`src/hw/fetch_pkg.sv`:
```
package fetch_pkg;

  // Address and data width of the fetch path
  localparam int xlen = 32;

  // Control-transfer kind found by predecode
  typedef enum logic [1:0] {
    ctrl_none   = 2'd0,
    ctrl_branch = 2'd1,
    ctrl_jal    = 2'd2,
    ctrl_jalr   = 2'd3
  } ctrl_kind_e;

  // RV32 major opcodes of the control-transfer instructions
  localparam logic [6:0] opc_branch = 7'b110_0011;
  localparam logic [6:0] opc_jal    = 7'b110_1111;
  localparam logic [6:0] opc_jalr   = 7'b110_0111;

  // One instruction word, seen either as B-type or as J-type
  typedef union packed {
    struct packed {
      logic       imm_12;
      logic [5:0] imm_10_5;
      logic [4:0] rs2;
      logic [4:0] rs1;
      logic [2:0] funct3;
      logic [3:0] imm_4_1;
      logic       imm_11;
      logic [6:0] opcode;
    } b_view;
    struct packed {
      logic       imm_20;
      logic [9:0] imm_10_1;
      logic       imm_11;
      logic [7:0] imm_19_12;
      logic [4:0] rd;
      logic [6:0] opcode;
    } j_view;
  } instr_u;

endpackage
```
`src/hw/fetch_top.sv`:
```
`timescale 1ns/1ps

module fetch_top #(
  parameter logic [fetch_pkg::xlen-1:0] RESET_PC    = 32'h0000_1000,
  parameter int                         BTB_ENTRIES = 16
) (
  input  logic                        clk,
  input  logic                        rst_n,

  // Redirect and BTB update from execute
  input  logic                        redirect_valid,
  input  logic [fetch_pkg::xlen-1:0]  redirect_pc,
  input  logic [fetch_pkg::xlen-1:0]  upd_pc,
  input  logic [fetch_pkg::xlen-1:0]  upd_tgt,
  input  logic                        upd_taken,

  // Instruction memory
  output logic                        imem_ren,
  output logic [fetch_pkg::xlen-1:0]  imem_raddr,
  input  logic [31:0]                 imem_rdata,

  // Decode side
  input  logic                        id_ready,
  output logic                        id_valid,
  output logic [31:0]                 id_instr,
  output logic [fetch_pkg::xlen-1:0]  id_pc,
  output logic [fetch_pkg::xlen-1:0]  id_pc_plus4,
  output logic                        id_pred_taken,
  output logic [fetch_pkg::xlen-1:0]  id_pred_tgt,
  output fetch_pkg::ctrl_kind_e       id_ctrl_kind,
  output logic [31:0]                 id_imm
);

  logic                       advance;
  logic [fetch_pkg::xlen-1:0] pc_f;
  logic                       lookup_taken;
  logic [fetch_pkg::xlen-1:0] lookup_tgt;
  logic                       pred_taken_r;
  logic [fetch_pkg::xlen-1:0] pred_tgt_r;
  logic                       valid_r;
  logic [fetch_pkg::xlen-1:0] pc_r;
  logic [31:0]                instr_r;

  fetch_pc #(
    .RESET_PC(RESET_PC)
  ) u_pc (
    .clk           (clk),
    .rst_n         (rst_n),
    .advance       (advance),
    .redirect_valid(redirect_valid),
    .redirect_pc   (redirect_pc),
    .lookup_taken  (lookup_taken),
    .lookup_tgt    (lookup_tgt),
    .pc_f          (pc_f)
  );

  // Updates only ever come with a redirect
  fetch_btb #(
    .BTB_ENTRIES(BTB_ENTRIES)
  ) u_btb (
    .clk         (clk),
    .rst_n       (rst_n),
    .advance     (advance),
    .flush       (redirect_valid),
    .pc_f        (pc_f),
    .upd_valid   (redirect_valid),
    .upd_pc      (upd_pc),
    .upd_tgt     (upd_tgt),
    .upd_taken   (upd_taken),
    .lookup_taken(lookup_taken),
    .lookup_tgt  (lookup_tgt),
    .pred_taken_r(pred_taken_r),
    .pred_tgt_r  (pred_tgt_r)
  );

  fetch_bram u_bram (
    .clk       (clk),
    .rst_n     (rst_n),
    .advance   (advance),
    .flush     (redirect_valid),
    .pc_f      (pc_f),
    .imem_ren  (imem_ren),
    .imem_raddr(imem_raddr),
    .imem_rdata(imem_rdata),
    .valid_r   (valid_r),
    .pc_r      (pc_r),
    .instr_r   (instr_r)
  );

  fetch_stage u_stage (
    .clk          (clk),
    .rst_n        (rst_n),
    .flush        (redirect_valid),
    .id_ready     (id_ready),
    .valid_r      (valid_r),
    .pc_r         (pc_r),
    .instr_r      (instr_r),
    .pred_taken_r (pred_taken_r),
    .pred_tgt_r   (pred_tgt_r),
    .advance      (advance),
    .id_valid     (id_valid),
    .id_instr     (id_instr),
    .id_pc        (id_pc),
    .id_pc_plus4  (id_pc_plus4),
    .id_pred_taken(id_pred_taken),
    .id_pred_tgt  (id_pred_tgt),
    .id_ctrl_kind (id_ctrl_kind),
    .id_imm       (id_imm)
  );

endmodule

```
`src/hw/fetch_stage.sv`:
```
`timescale 1ns/1ps

module fetch_stage (
  input  logic                        clk,
  input  logic                        rst_n,

  input  logic                        flush,
  input  logic                        id_ready,

  // From the BRAM path
  input  logic                        valid_r,
  input  logic [fetch_pkg::xlen-1:0]  pc_r,
  input  logic [31:0]                 instr_r,

  // From the BTB prediction register
  input  logic                        pred_taken_r,
  input  logic [fetch_pkg::xlen-1:0]  pred_tgt_r,

  output logic                        advance,

  // Record to decode
  output logic                        id_valid,
  output logic [31:0]                 id_instr,
  output logic [fetch_pkg::xlen-1:0]  id_pc,
  output logic [fetch_pkg::xlen-1:0]  id_pc_plus4,
  output logic                        id_pred_taken,
  output logic [fetch_pkg::xlen-1:0]  id_pred_tgt,
  output fetch_pkg::ctrl_kind_e       id_ctrl_kind,
  output logic [31:0]                 id_imm
);

  fetch_pkg::instr_u     word;
  fetch_pkg::ctrl_kind_e kind;
  logic [31:0]           imm;
  logic [31:0]           b_imm;
  logic [31:0]           j_imm;

  // Register can take a new record when empty or when decode takes the old one
  assign advance = !id_valid || id_ready;

  assign word = instr_r;

  assign b_imm = {{20{word.b_view.imm_12}}, word.b_view.imm_11,
                  word.b_view.imm_10_5, word.b_view.imm_4_1, 1'b0};
  assign j_imm = {{12{word.j_view.imm_20}}, word.j_view.imm_19_12,
                  word.j_view.imm_11, word.j_view.imm_10_1, 1'b0};

  // Opcode sits in the same bits in both views
  always_comb begin
    case (word.b_view.opcode)
      fetch_pkg::opc_branch: begin
        kind = fetch_pkg::ctrl_branch;
        imm  = b_imm;
      end
      fetch_pkg::opc_jal: begin
        kind = fetch_pkg::ctrl_jal;
        imm  = j_imm;
      end
      fetch_pkg::opc_jalr: begin
        // Target depends on rs1, nothing static to offer
        kind = fetch_pkg::ctrl_jalr;
        imm  = '0;
      end
      default: begin
        kind = fetch_pkg::ctrl_none;
        imm  = '0;
      end
    endcase
  end

  always_ff @(posedge clk) begin
    if (!rst_n || flush) begin
      id_valid <= 1'b0;
    end else if (advance) begin
      id_valid <= valid_r;
    end
  end

  always_ff @(posedge clk) begin
    if (advance) begin
      id_instr      <= instr_r;
      id_pc         <= pc_r;
      id_pc_plus4   <= pc_r + fetch_pkg::xlen'(4);
      id_pred_taken <= pred_taken_r;
      id_pred_tgt   <= pred_tgt_r;
      id_ctrl_kind  <= kind;
      id_imm        <= imm;
    end
  end

endmodule

```
`src/hw/fetch_bram.sv`:
```
`timescale 1ns/1ps

module fetch_bram (
  input  logic                        clk,
  input  logic                        rst_n,

  input  logic                        advance,
  input  logic                        flush,
  input  logic [fetch_pkg::xlen-1:0]  pc_f,

  // Synchronous instruction memory, data one cycle after ren
  output logic                        imem_ren,
  output logic [fetch_pkg::xlen-1:0]  imem_raddr,
  input  logic [31:0]                 imem_rdata,

  // Word returned for the PC that was in flight
  output logic                        valid_r,
  output logic [fetch_pkg::xlen-1:0]  pc_r,
  output logic [31:0]                 instr_r
);

  logic [31:0] hold_buf;
  logic        held;

  // Read only when the pipe moves, so the BRAM output is never overwritten
  // by a fetch nobody will take
  assign imem_ren   = advance;
  assign imem_raddr = pc_f;

  always_ff @(posedge clk) begin
    if (!rst_n || flush) begin
      valid_r <= 1'b0;
    end else if (advance) begin
      valid_r <= 1'b1;
    end
  end

  always_ff @(posedge clk) begin
    if (advance) begin
      pc_r <= pc_f;
    end
  end

  // First stalled cycle still sees the good word on imem_rdata;
  // after that the memory output is not defined, so keep a copy
  always_ff @(posedge clk) begin
    if (!rst_n || flush) begin
      held <= 1'b0;
    end else if (advance) begin
      held <= 1'b0;
    end else if (!held) begin
      held <= 1'b1;
    end
  end

  always_ff @(posedge clk) begin
    if (!advance && !held) begin
      hold_buf <= imem_rdata;
    end
  end

  assign instr_r = held ? hold_buf : imem_rdata;

endmodule

```
`src/hw/fetch_btb.sv`:
```
`timescale 1ns/1ps

module fetch_btb #(
  parameter int BTB_ENTRIES = 16
) (
  input  logic                        clk,
  input  logic                        rst_n,

  input  logic                        advance,
  input  logic                        flush,
  input  logic [fetch_pkg::xlen-1:0]  pc_f,

  // Resolved control transfer from execute
  input  logic                        upd_valid,
  input  logic [fetch_pkg::xlen-1:0]  upd_pc,
  input  logic [fetch_pkg::xlen-1:0]  upd_tgt,
  input  logic                        upd_taken,

  // Lookup for the PC being fetched now
  output logic                        lookup_taken,
  output logic [fetch_pkg::xlen-1:0]  lookup_tgt,

  // Same prediction, one cycle later, lined up with the BRAM word
  output logic                        pred_taken_r,
  output logic [fetch_pkg::xlen-1:0]  pred_tgt_r
);

  localparam int idx_w = $clog2(BTB_ENTRIES);
  localparam int tag_w = fetch_pkg::xlen - idx_w - 2;

  logic [BTB_ENTRIES-1:0]      valid_q;
  logic [tag_w-1:0]            tag_q [BTB_ENTRIES];
  logic [fetch_pkg::xlen-1:0]  tgt_q [BTB_ENTRIES];
  logic [1:0]                  ctr_q [BTB_ENTRIES];

  logic [idx_w-1:0]            lu_idx;
  logic [tag_w-1:0]            lu_tag;
  logic [idx_w-1:0]            up_idx;
  logic [tag_w-1:0]            up_tag;
  logic                        up_hit;

  // Word index sits just above the byte offset, tag takes the rest
  assign lu_idx = pc_f[idx_w+1:2];
  assign lu_tag = pc_f[fetch_pkg::xlen-1:idx_w+2];
  assign up_idx = upd_pc[idx_w+1:2];
  assign up_tag = upd_pc[fetch_pkg::xlen-1:idx_w+2];

  // Predict taken only for weakly or strongly taken entries
  assign lookup_taken = valid_q[lu_idx] && (tag_q[lu_idx] == lu_tag) && ctr_q[lu_idx][1];
  assign lookup_tgt   = tgt_q[lu_idx];

  assign up_hit = valid_q[up_idx] && (tag_q[up_idx] == up_tag);

  // Entry valid bits, set on allocation
  always_ff @(posedge clk) begin
    if (!rst_n) begin
      valid_q <= '0;
    end else if (upd_valid && !up_hit && upd_taken) begin
      valid_q[up_idx] <= 1'b1;
    end
  end

  always_ff @(posedge clk) begin
    if (upd_valid) begin
      if (up_hit) begin
        // Saturating 2-bit counter
        if (upd_taken && ctr_q[up_idx] != 2'd3) begin
          ctr_q[up_idx] <= ctr_q[up_idx] + 2'd1;
        end else if (!upd_taken && ctr_q[up_idx] != 2'd0) begin
          ctr_q[up_idx] <= ctr_q[up_idx] - 2'd1;
        end
        if (upd_taken) begin
          tgt_q[up_idx] <= upd_tgt;
        end
      end else if (upd_taken) begin
        // Allocate as weakly taken
        tag_q[up_idx] <= up_tag;
        tgt_q[up_idx] <= upd_tgt;
        ctr_q[up_idx] <= 2'd2;
      end
    end
  end

  always_ff @(posedge clk) begin
    if (!rst_n || flush) begin
      pred_taken_r <= 1'b0;
      pred_tgt_r   <= '0;
    end else if (advance) begin
      pred_taken_r <= lookup_taken;
      pred_tgt_r   <= lookup_tgt;
    end
  end

endmodule

```
`src/hw/fetch_pc.sv`:
```
`timescale 1ns/1ps

module fetch_pc #(
  parameter logic [fetch_pkg::xlen-1:0] RESET_PC = 32'h0000_1000
) (
  input  logic                        clk,
  input  logic                        rst_n,

  // Pipeline control
  input  logic                        advance,
  input  logic                        redirect_valid,
  input  logic [fetch_pkg::xlen-1:0]  redirect_pc,

  // Combinational BTB result for the current pc_f
  input  logic                        lookup_taken,
  input  logic [fetch_pkg::xlen-1:0]  lookup_tgt,

  output logic [fetch_pkg::xlen-1:0]  pc_f
);

  logic [fetch_pkg::xlen-1:0] pc_seq;
  logic [fetch_pkg::xlen-1:0] pc_next;
  logic                       pc_load;

  assign pc_seq = pc_f + fetch_pkg::xlen'(4);

  // Redirect from execute wins over the BTB, which wins over sequential fetch
  always_comb begin
    if (redirect_valid) begin
      pc_next = redirect_pc;
    end else if (lookup_taken) begin
      pc_next = lookup_tgt;
    end else begin
      pc_next = pc_seq;
    end
  end

  // A redirect reloads even while the pipe is stalled
  assign pc_load = advance || redirect_valid;

  always_ff @(posedge clk) begin
    if (!rst_n) begin
      pc_f <= RESET_PC;
    end else if (pc_load) begin
      pc_f <= pc_next;
    end
  end

endmodule

```
`config.mk`:
```
export PLATFORM = sky130hd
export DESIGN_NAME = fetch_top
export DESIGN_NICKNAME = d
export VERILOG_FILES = /design/src/hw/fetch_pkg.sv /design/src/hw/fetch_top.sv /design/src/hw/fetch_stage.sv /design/src/hw/fetch_bram.sv /design/src/hw/fetch_btb.sv /design/src/hw/fetch_pc.sv
export SDC_FILE = /design/constraint.sdc
export NUM_CORES = 1
export LEC_CHECK = 0
export BUFFER_PORTS_ARGS = -buffer_cell sky130_fd_sc_hd__buf_2
export CORE_ASPECT_RATIO = 0.75
export CORE_MARGIN = 5
export CORE_UTILIZATION = 47
export CTS_BUF_LIST = sky130_fd_sc_hd__clkbuf_4 sky130_fd_sc_hd__clkbuf_8
export DETAILED_ROUTE_END_ITERATION = 8
export SLEW_MARGIN = 10
export SYNTH_ARGS = -nofsm -noshare
export SYNTH_HDL_FRONTEND = slang
export SYNTH_SLANG_ARGS = --single-unit
```
`constraint.sdc`:
```
create_clock -name clk -period 22.7 [get_ports clk]
set_input_delay 1.135 -clock clk [delete_from_list [all_inputs] [get_ports clk]]
set_output_delay 1.135 -clock clk [all_outputs]
set_load 0.02 [all_outputs]
```
# Word-level counts from Yosys, hierarchy flattened
# Memories as Yosys holds them, arrays and structs flattened. A register that Yosys moved wholly into a read port is not among the register bits.
# Cells that the tools add are included.
# word_totals
regBits	311
mem_bits_rw	960
input_bits	133
out_inout_bits	197
word_cells	92
memories	3
# classes
n_addsub	4
magnitude_cmp	3
n_eq_ne	6
mux	37
bitwise	4
reduce_logical	19
# mem_list
name	depth	width	rd	rd_clocked_by_memory_dff	wr	line	rtl
u_btb.tgt_q	16	32	1	1	1	fetch_btb.sv:33	logic [fetch_pkg::xlen-1:0] tgt_q [BTB_ENTRIES];
u_btb.tag_q	16	26	2	1	1	fetch_btb.sv:32	logic [tag_w-1:0] tag_q [BTB_ENTRIES];
u_btb.ctr_q	16	2	2	1	1	fetch_btb.sv:34	logic [1:0] ctr_q [BTB_ENTRIES];
# ops
op	n
$mux 32	4
$add 32x3->32 const B	2
$pmux 32 s2	1
$eq 26x26->1	2
$mux 4	6
$eq 7x7->1 const B	3
$mux 1	20
$or 16x16->16	1
$lt 4x5->1 const B	2
$logic_and 1x1->1	9
$bmux 1 s4	2
$logic_not 1->1	6
$pmux 2 s3	1
$demux 1 s4	1
$ge 4x1->1 const B	1
$mux 2	2
$logic_or 1x1->1	3
$or 1x1->1	3
$add 2x1->2 const B	1
$ne 2x2->1 const B	1
$reduce_bool 2->1	1
$sub 2x1->2 const B	1

# Logic depth before layout (Yosys ltp)
# An unclocked memory read counts as a cell.
# depth
word_depth	10
depth_mapped	16

# Hierarchy
# A second synthesis with hierarchy kept.
# hier_totals
cells_unflattened	2811
hier_area_um2	53575.1
# modules_own_cells
module	instances	cells_per_inst	area_each_um2	seq_area_each_um2
fetch_btb	1	2034	42931.2	29808.6
fetch_stage	1	296	5418.9	4494.3
fetch_bram	1	140	2771.4	1961.9
fetch_pc	1	341	2453.6	640.6

# Worst setup path after synthesis
# No wires, ideal clock.
# synth_timing
path_type	input-to-reg
start	input id_ready
end	register u_bram.hold_buf[0], enable pin
arrival_time_ps	9860
required_ps	21770
setup_slack_ps	11910
stages	6
n_path_buf	3
cell_sequence	nor2b_1 -> clkbuf_1 -> inv_1 -> clkbuf_1 -> clkbuf_1 -> nor2_1
# synth_via
elab_chain_cells	3
# synth_lines
element	line	rtl
start, declared	fetch_top.sv:23	input logic id_ready,
$logic_or 1x1->1	fetch_stage.sv:39	assign advance = !id_valid || id_ready;
named net imem_ren	fetch_top.sv:18	output logic imem_ren,
$logic_not 1->1	fetch_bram.sv:57	if (!advance && !held) begin
$logic_and 1x1->1	fetch_bram.sv:57	
end signal, assigned	fetch_bram.sv:58	hold_buf <= imem_rdata;
end, declared	fetch_bram.sv:22	logic [31:0] hold_buf;
# The timed path passes the listed nets, and every way through them passes these cells.
# A chain may end at the register's enable or synchronous reset.

# Final worst setup path
# layout_timing
start	input upd_pc[2] in the netlist's numbering
end	memory u_btb.tag_q[2][2] in the netlist's numbering, enable pin
# layout_via
elab_chain_cells	6
# layout_lines
element	line	rtl
start, declared	fetch_top.sv:13	input logic [fetch_pkg::xlen-1:0] upd_pc,
$mem_v2 16x26 / $bmux 1 s4 (equally long branches)	--	
$eq 26x26->1 / $mux 1 (equally long branches)	fetch_btb.sv:52	assign up_hit = valid_q[up_idx] && (tag_q[up_idx] == up_tag);
$logic_and 1x1->1	fetch_btb.sv:52	
$mux 1	fetch_btb.sv:65	if (up_hit) begin
$mux 1	fetch_btb.sv:64	if (upd_valid) begin
$mux 1 (not written as such)	fetch_btb.sv:77	tag_q[up_idx] <= up_tag;
end, declared	fetch_btb.sv:32	
# Several ways; a longest one is shown, not always the timed one. The select of a mux whose other input is x is not followed.

==> results_dict.tcl <==
set metrics [dict create \
    status "complete, no violations" \
    synthCells 2749 \
    seqCellArea_sq_um 37000 \
    placed_cells 4471 \
    grt_first_pass_wirelength_mm 218 \
    hold_class "flip-flop to flip-flop" \
    drv_cap 0 \
    cts_resized 0 \
    synthArstFlopShare 0 \
    rrSetupSlack_ns 17.04 \
    route.antenna.remaining_nets 0 \
    powerDensity_nw_per_um2 83.2 \
    fin_setup_tns_ns 0 \
    fillers 8723 \
    period_share 0.306 \
    cts_buffer_depth 3 \
    critical_path.endpoint "u_btb.tag_q[2][2]" \
    yosys_most_used_dff "edfxtp_1" \
    drive_gt1_frac 0.364 \
    fmaxAchievable_mhz 144 \
    insertion_delay_ns 0.92 \
    finalHoldViolCount 0 \
    stdcell_count 4849 \
    synthesis.nets 2884 \
    routedWlPerCell_microns 31.6 \
    synth_area_sq_um 52900 \
    path_clk_slew_ns 0.06 \
    cts_tree "done" \
    area_growth_pct 14.0 \
    cpMaxStageDelayCell "nor4_1" \
    overflow 0 \
    antenna_found_initial 26 \
    dpl-instance-area_sq_um 56300 \
    crit_path_end_kind "flip-flop" \
    period_needed_ns 6.94 \
    yosysUniqueCellTypes 77 \
    cpPeakStageDelay_ns 1.04 \
    grt_util_all_layers 0.255 \
    synth_most_common_cell "edfxtp_1" \
    dpl.hpwl_mm 94.6 \
    cp.depth 13 \
    path_cells "clkbuf_8 -> buf_4 -> buf_4 -> mux4_2 -> mux4_2 -> xnor2_1 -> nand2_1 -> nor3_1 -> nand3_1 -> nor4_1 -> or2_0 -> nor2_4 -> buf_4" \
    core_sq_um 112000 \
    slew_viol_final 0 \
    drc 0 \
    rsz0062_at_grt "false" \
    peakVddDrop_mv 0.0558 \
    portBuffers 326 \
    r2r_cells 12 \
    finalSetupViolCount 0 \
    critical_path_class "input pin to flip-flop" \
    worst_pin_slew_ns 1.23 \
    holdPathStages 0 \
    p_total_mw 5.02 \
    nNetsFinal 3289 \
    cp-startpoint "upd_pc[2]" \
    grt_pass1_vias 30200 \
    grt_max_degree 129 \
    wl_mm 153 \
    synth-seq-cells 1261 \
    worstPathArrival_ns 7.48 \
    utilization 0.540 \
    syn_avg_cell_area_sq_um 19.3 \
    rows 106 \
    ctsHoldBuffers 0 \
    drt_iter0_markers 3263 \
    start_util 0.474 \
    synthTopCellsByArea "edfxtp_1 (67%), mux4_2 (17%), dfxtp_1 (3.3%), mux2i_1 (1.5%), xnor2_1 (1.1%)" \
    timing.rr.end "u_pc.pc_f[12]" \
    ios 330 \
    crit_top_cell "buf_4" \
    vias_per_cell 6.18 \
    first_pass_iters 8 \
    synth_edf_count 1173 \
    root_buffer "clkbuf_8" \
    crit_family "buffers and inverters" \
    timing.critical_path.buf_inv 4 \
    place.gp.congestion 0.891 \
    fp.dieH_microns 301 \
    leakage_nw 20.1 \
    max_slew_margin 0.177 \
    design_area_sq_um 60400 \
    cts_buffers 193 \
    synth_top_area_share 0.665 \
    finalClockSkew_ns 0.0606 \
    ys_top_cells_by_count "edfxtp_1 (1173), mux4_2 (391), nand2_1 (91), dfxtp_1 (88)" \
    synth_largest_area_cell "edfxtp_1" \
    die_w_microns 398 \
    seq_area_frac_synth 0.699 \
    startpoint_type "input pin" \
    multi_input_area_sq_um 15200 \
    vias 30000 \
    critPathRequiredTime_ns 23.24 \
    htree_levels 4 \
    cts_setup_buffers 0 \
    cp_max_fo 46 \
    die_area_sq_um 120000 \
    yosysWarningCount 0 \
    clock-sinks 1261 \
]
==> power breakdown <==
| group | leakage [nW] | internal [mW] | total (mW) | switching [mW] |
|---|---|---|---|---|
| Clock | 2.09 | 1.03 | 1.92 | 0.896 |
| Combinational | 6.30 | 0.178 | 0.451 | 0.273 |
| Sequential | 11.7 | 2.60 | 2.65 | 0.0473 |
==> flip-flops by register name, indices dropped and copies added (netlist names), named ones only <==
signal,count
u_bram.held,1
u_bram.hold_buf,32
u_bram.pc_r,32
u_bram.valid_r,1
u_btb.ctr_q,32
u_btb.pred_taken_r,1
u_btb.pred_tgt_r,32
u_btb.tag_q,416
u_btb.tgt_q,512
u_btb.valid_q,16
u_pc.pc_f,32
u_stage.id_ctrl_kind,2
u_stage.id_imm,20
u_stage.id_instr,32
u_stage.id_pc,30
u_stage.id_pc_plus4,32
u_stage.id_pred_taken,1
u_stage.id_pred_tgt,32
u_stage.id_valid,1
==> stage by stage <==
stage / worst slack [ns] / hold WS, ns
after floorplan: 11.91 / 0.400
after global placement: 14.90 / 0.404
after detailed placement: 14.82 / 0.413
after CTS: 15.80 / 0.326
after global routing: 15.44 / 0.356
final: 15.76 / 0.429
==> how the worst min path moves through the flow <==
stage,startpoint,endpoint,slack [ns]
floorplan,u_bram.pc_r[0],u_stage.id_pc_plus4[0],0.40
CTS,imem_rdata[10],u_bram.hold_buf[10],0.33
global placement,u_bram.pc_r[0],u_stage.id_pc_plus4[0],0.40
finish,u_bram.pc_r[0],u_stage.id_pc_plus4[0],0.43
detailed placement,u_bram.pc_r[0],u_stage.id_pc_plus4[0],0.41
global route,imem_rdata[10],u_bram.hold_buf[10],0.36
==> kinds of logic after synthesis <==
family | Yosys count | share of synthesized area
compound gates | 273 | 0.0371
xor+xnor | 92 | 0.0152
fa+ha+maj | 2 | 0.000473
buf+inv | 213 | 0.0204
flops | 1261 | 0.699
mux | 512 | 0.190
other cells | 1 | 0.0000708
simple gates | 395 | 0.0377
==> cell usage in the layout, fill, tap and decap left out, types with 17 or more instances in the layout <==
cell type / n
a32o_1: 17
xor2_1: 23
inv_1: 23
clkinv_1: 49
clkbuf_8: 206
xnor2_1: 69
nor3_1: 30
and3_1: 21
nor2_4: 34
a22o_1: 34
nand4_1: 18
nor2_1: 50
clkbuf_4: 73
mux2i_1: 77
diode_2: 17
buf_4: 72
dfxtp_1: 85
nand2_1: 91
a21oi_1: 34
o21ai_0: 51
mux4_2: 391
mux2_2: 44
buf_2: 323
edfxtp_1: 1173
nand3_1: 49
==> layout make-up <==
class	count	area share
Antenna cell	17	0.000705
Clock buffer	278	0.0558
Clock inverter	83	0.00972
Inverter	25	0.00170
Multi-Input combinational cell	1275	0.251
Sequential cell	1261	0.613
Tap cell	1512	0.0313
Timing Repair Buffer	398	0.0366
==> metal layers <==
| metal | part of all wire | wire [microns] | GRT usage | up-vias |
|---|---|---|---|---|
| met4 | 0.020 | 3060 | 0.0655 | 6 |
| met5 | 0.00022 | 34 | 0 | - |
| met2 | 0.46 | 69900 | 0.386 | 1635 |
| met1 | 0.41 | 63100 | 0.363 | 15800 |
| met3 | 0.11 | 17000 | 0.0790 | 232 |
| li1 | - | - | - | 12300 |
(Power assumes the default switching activity.)
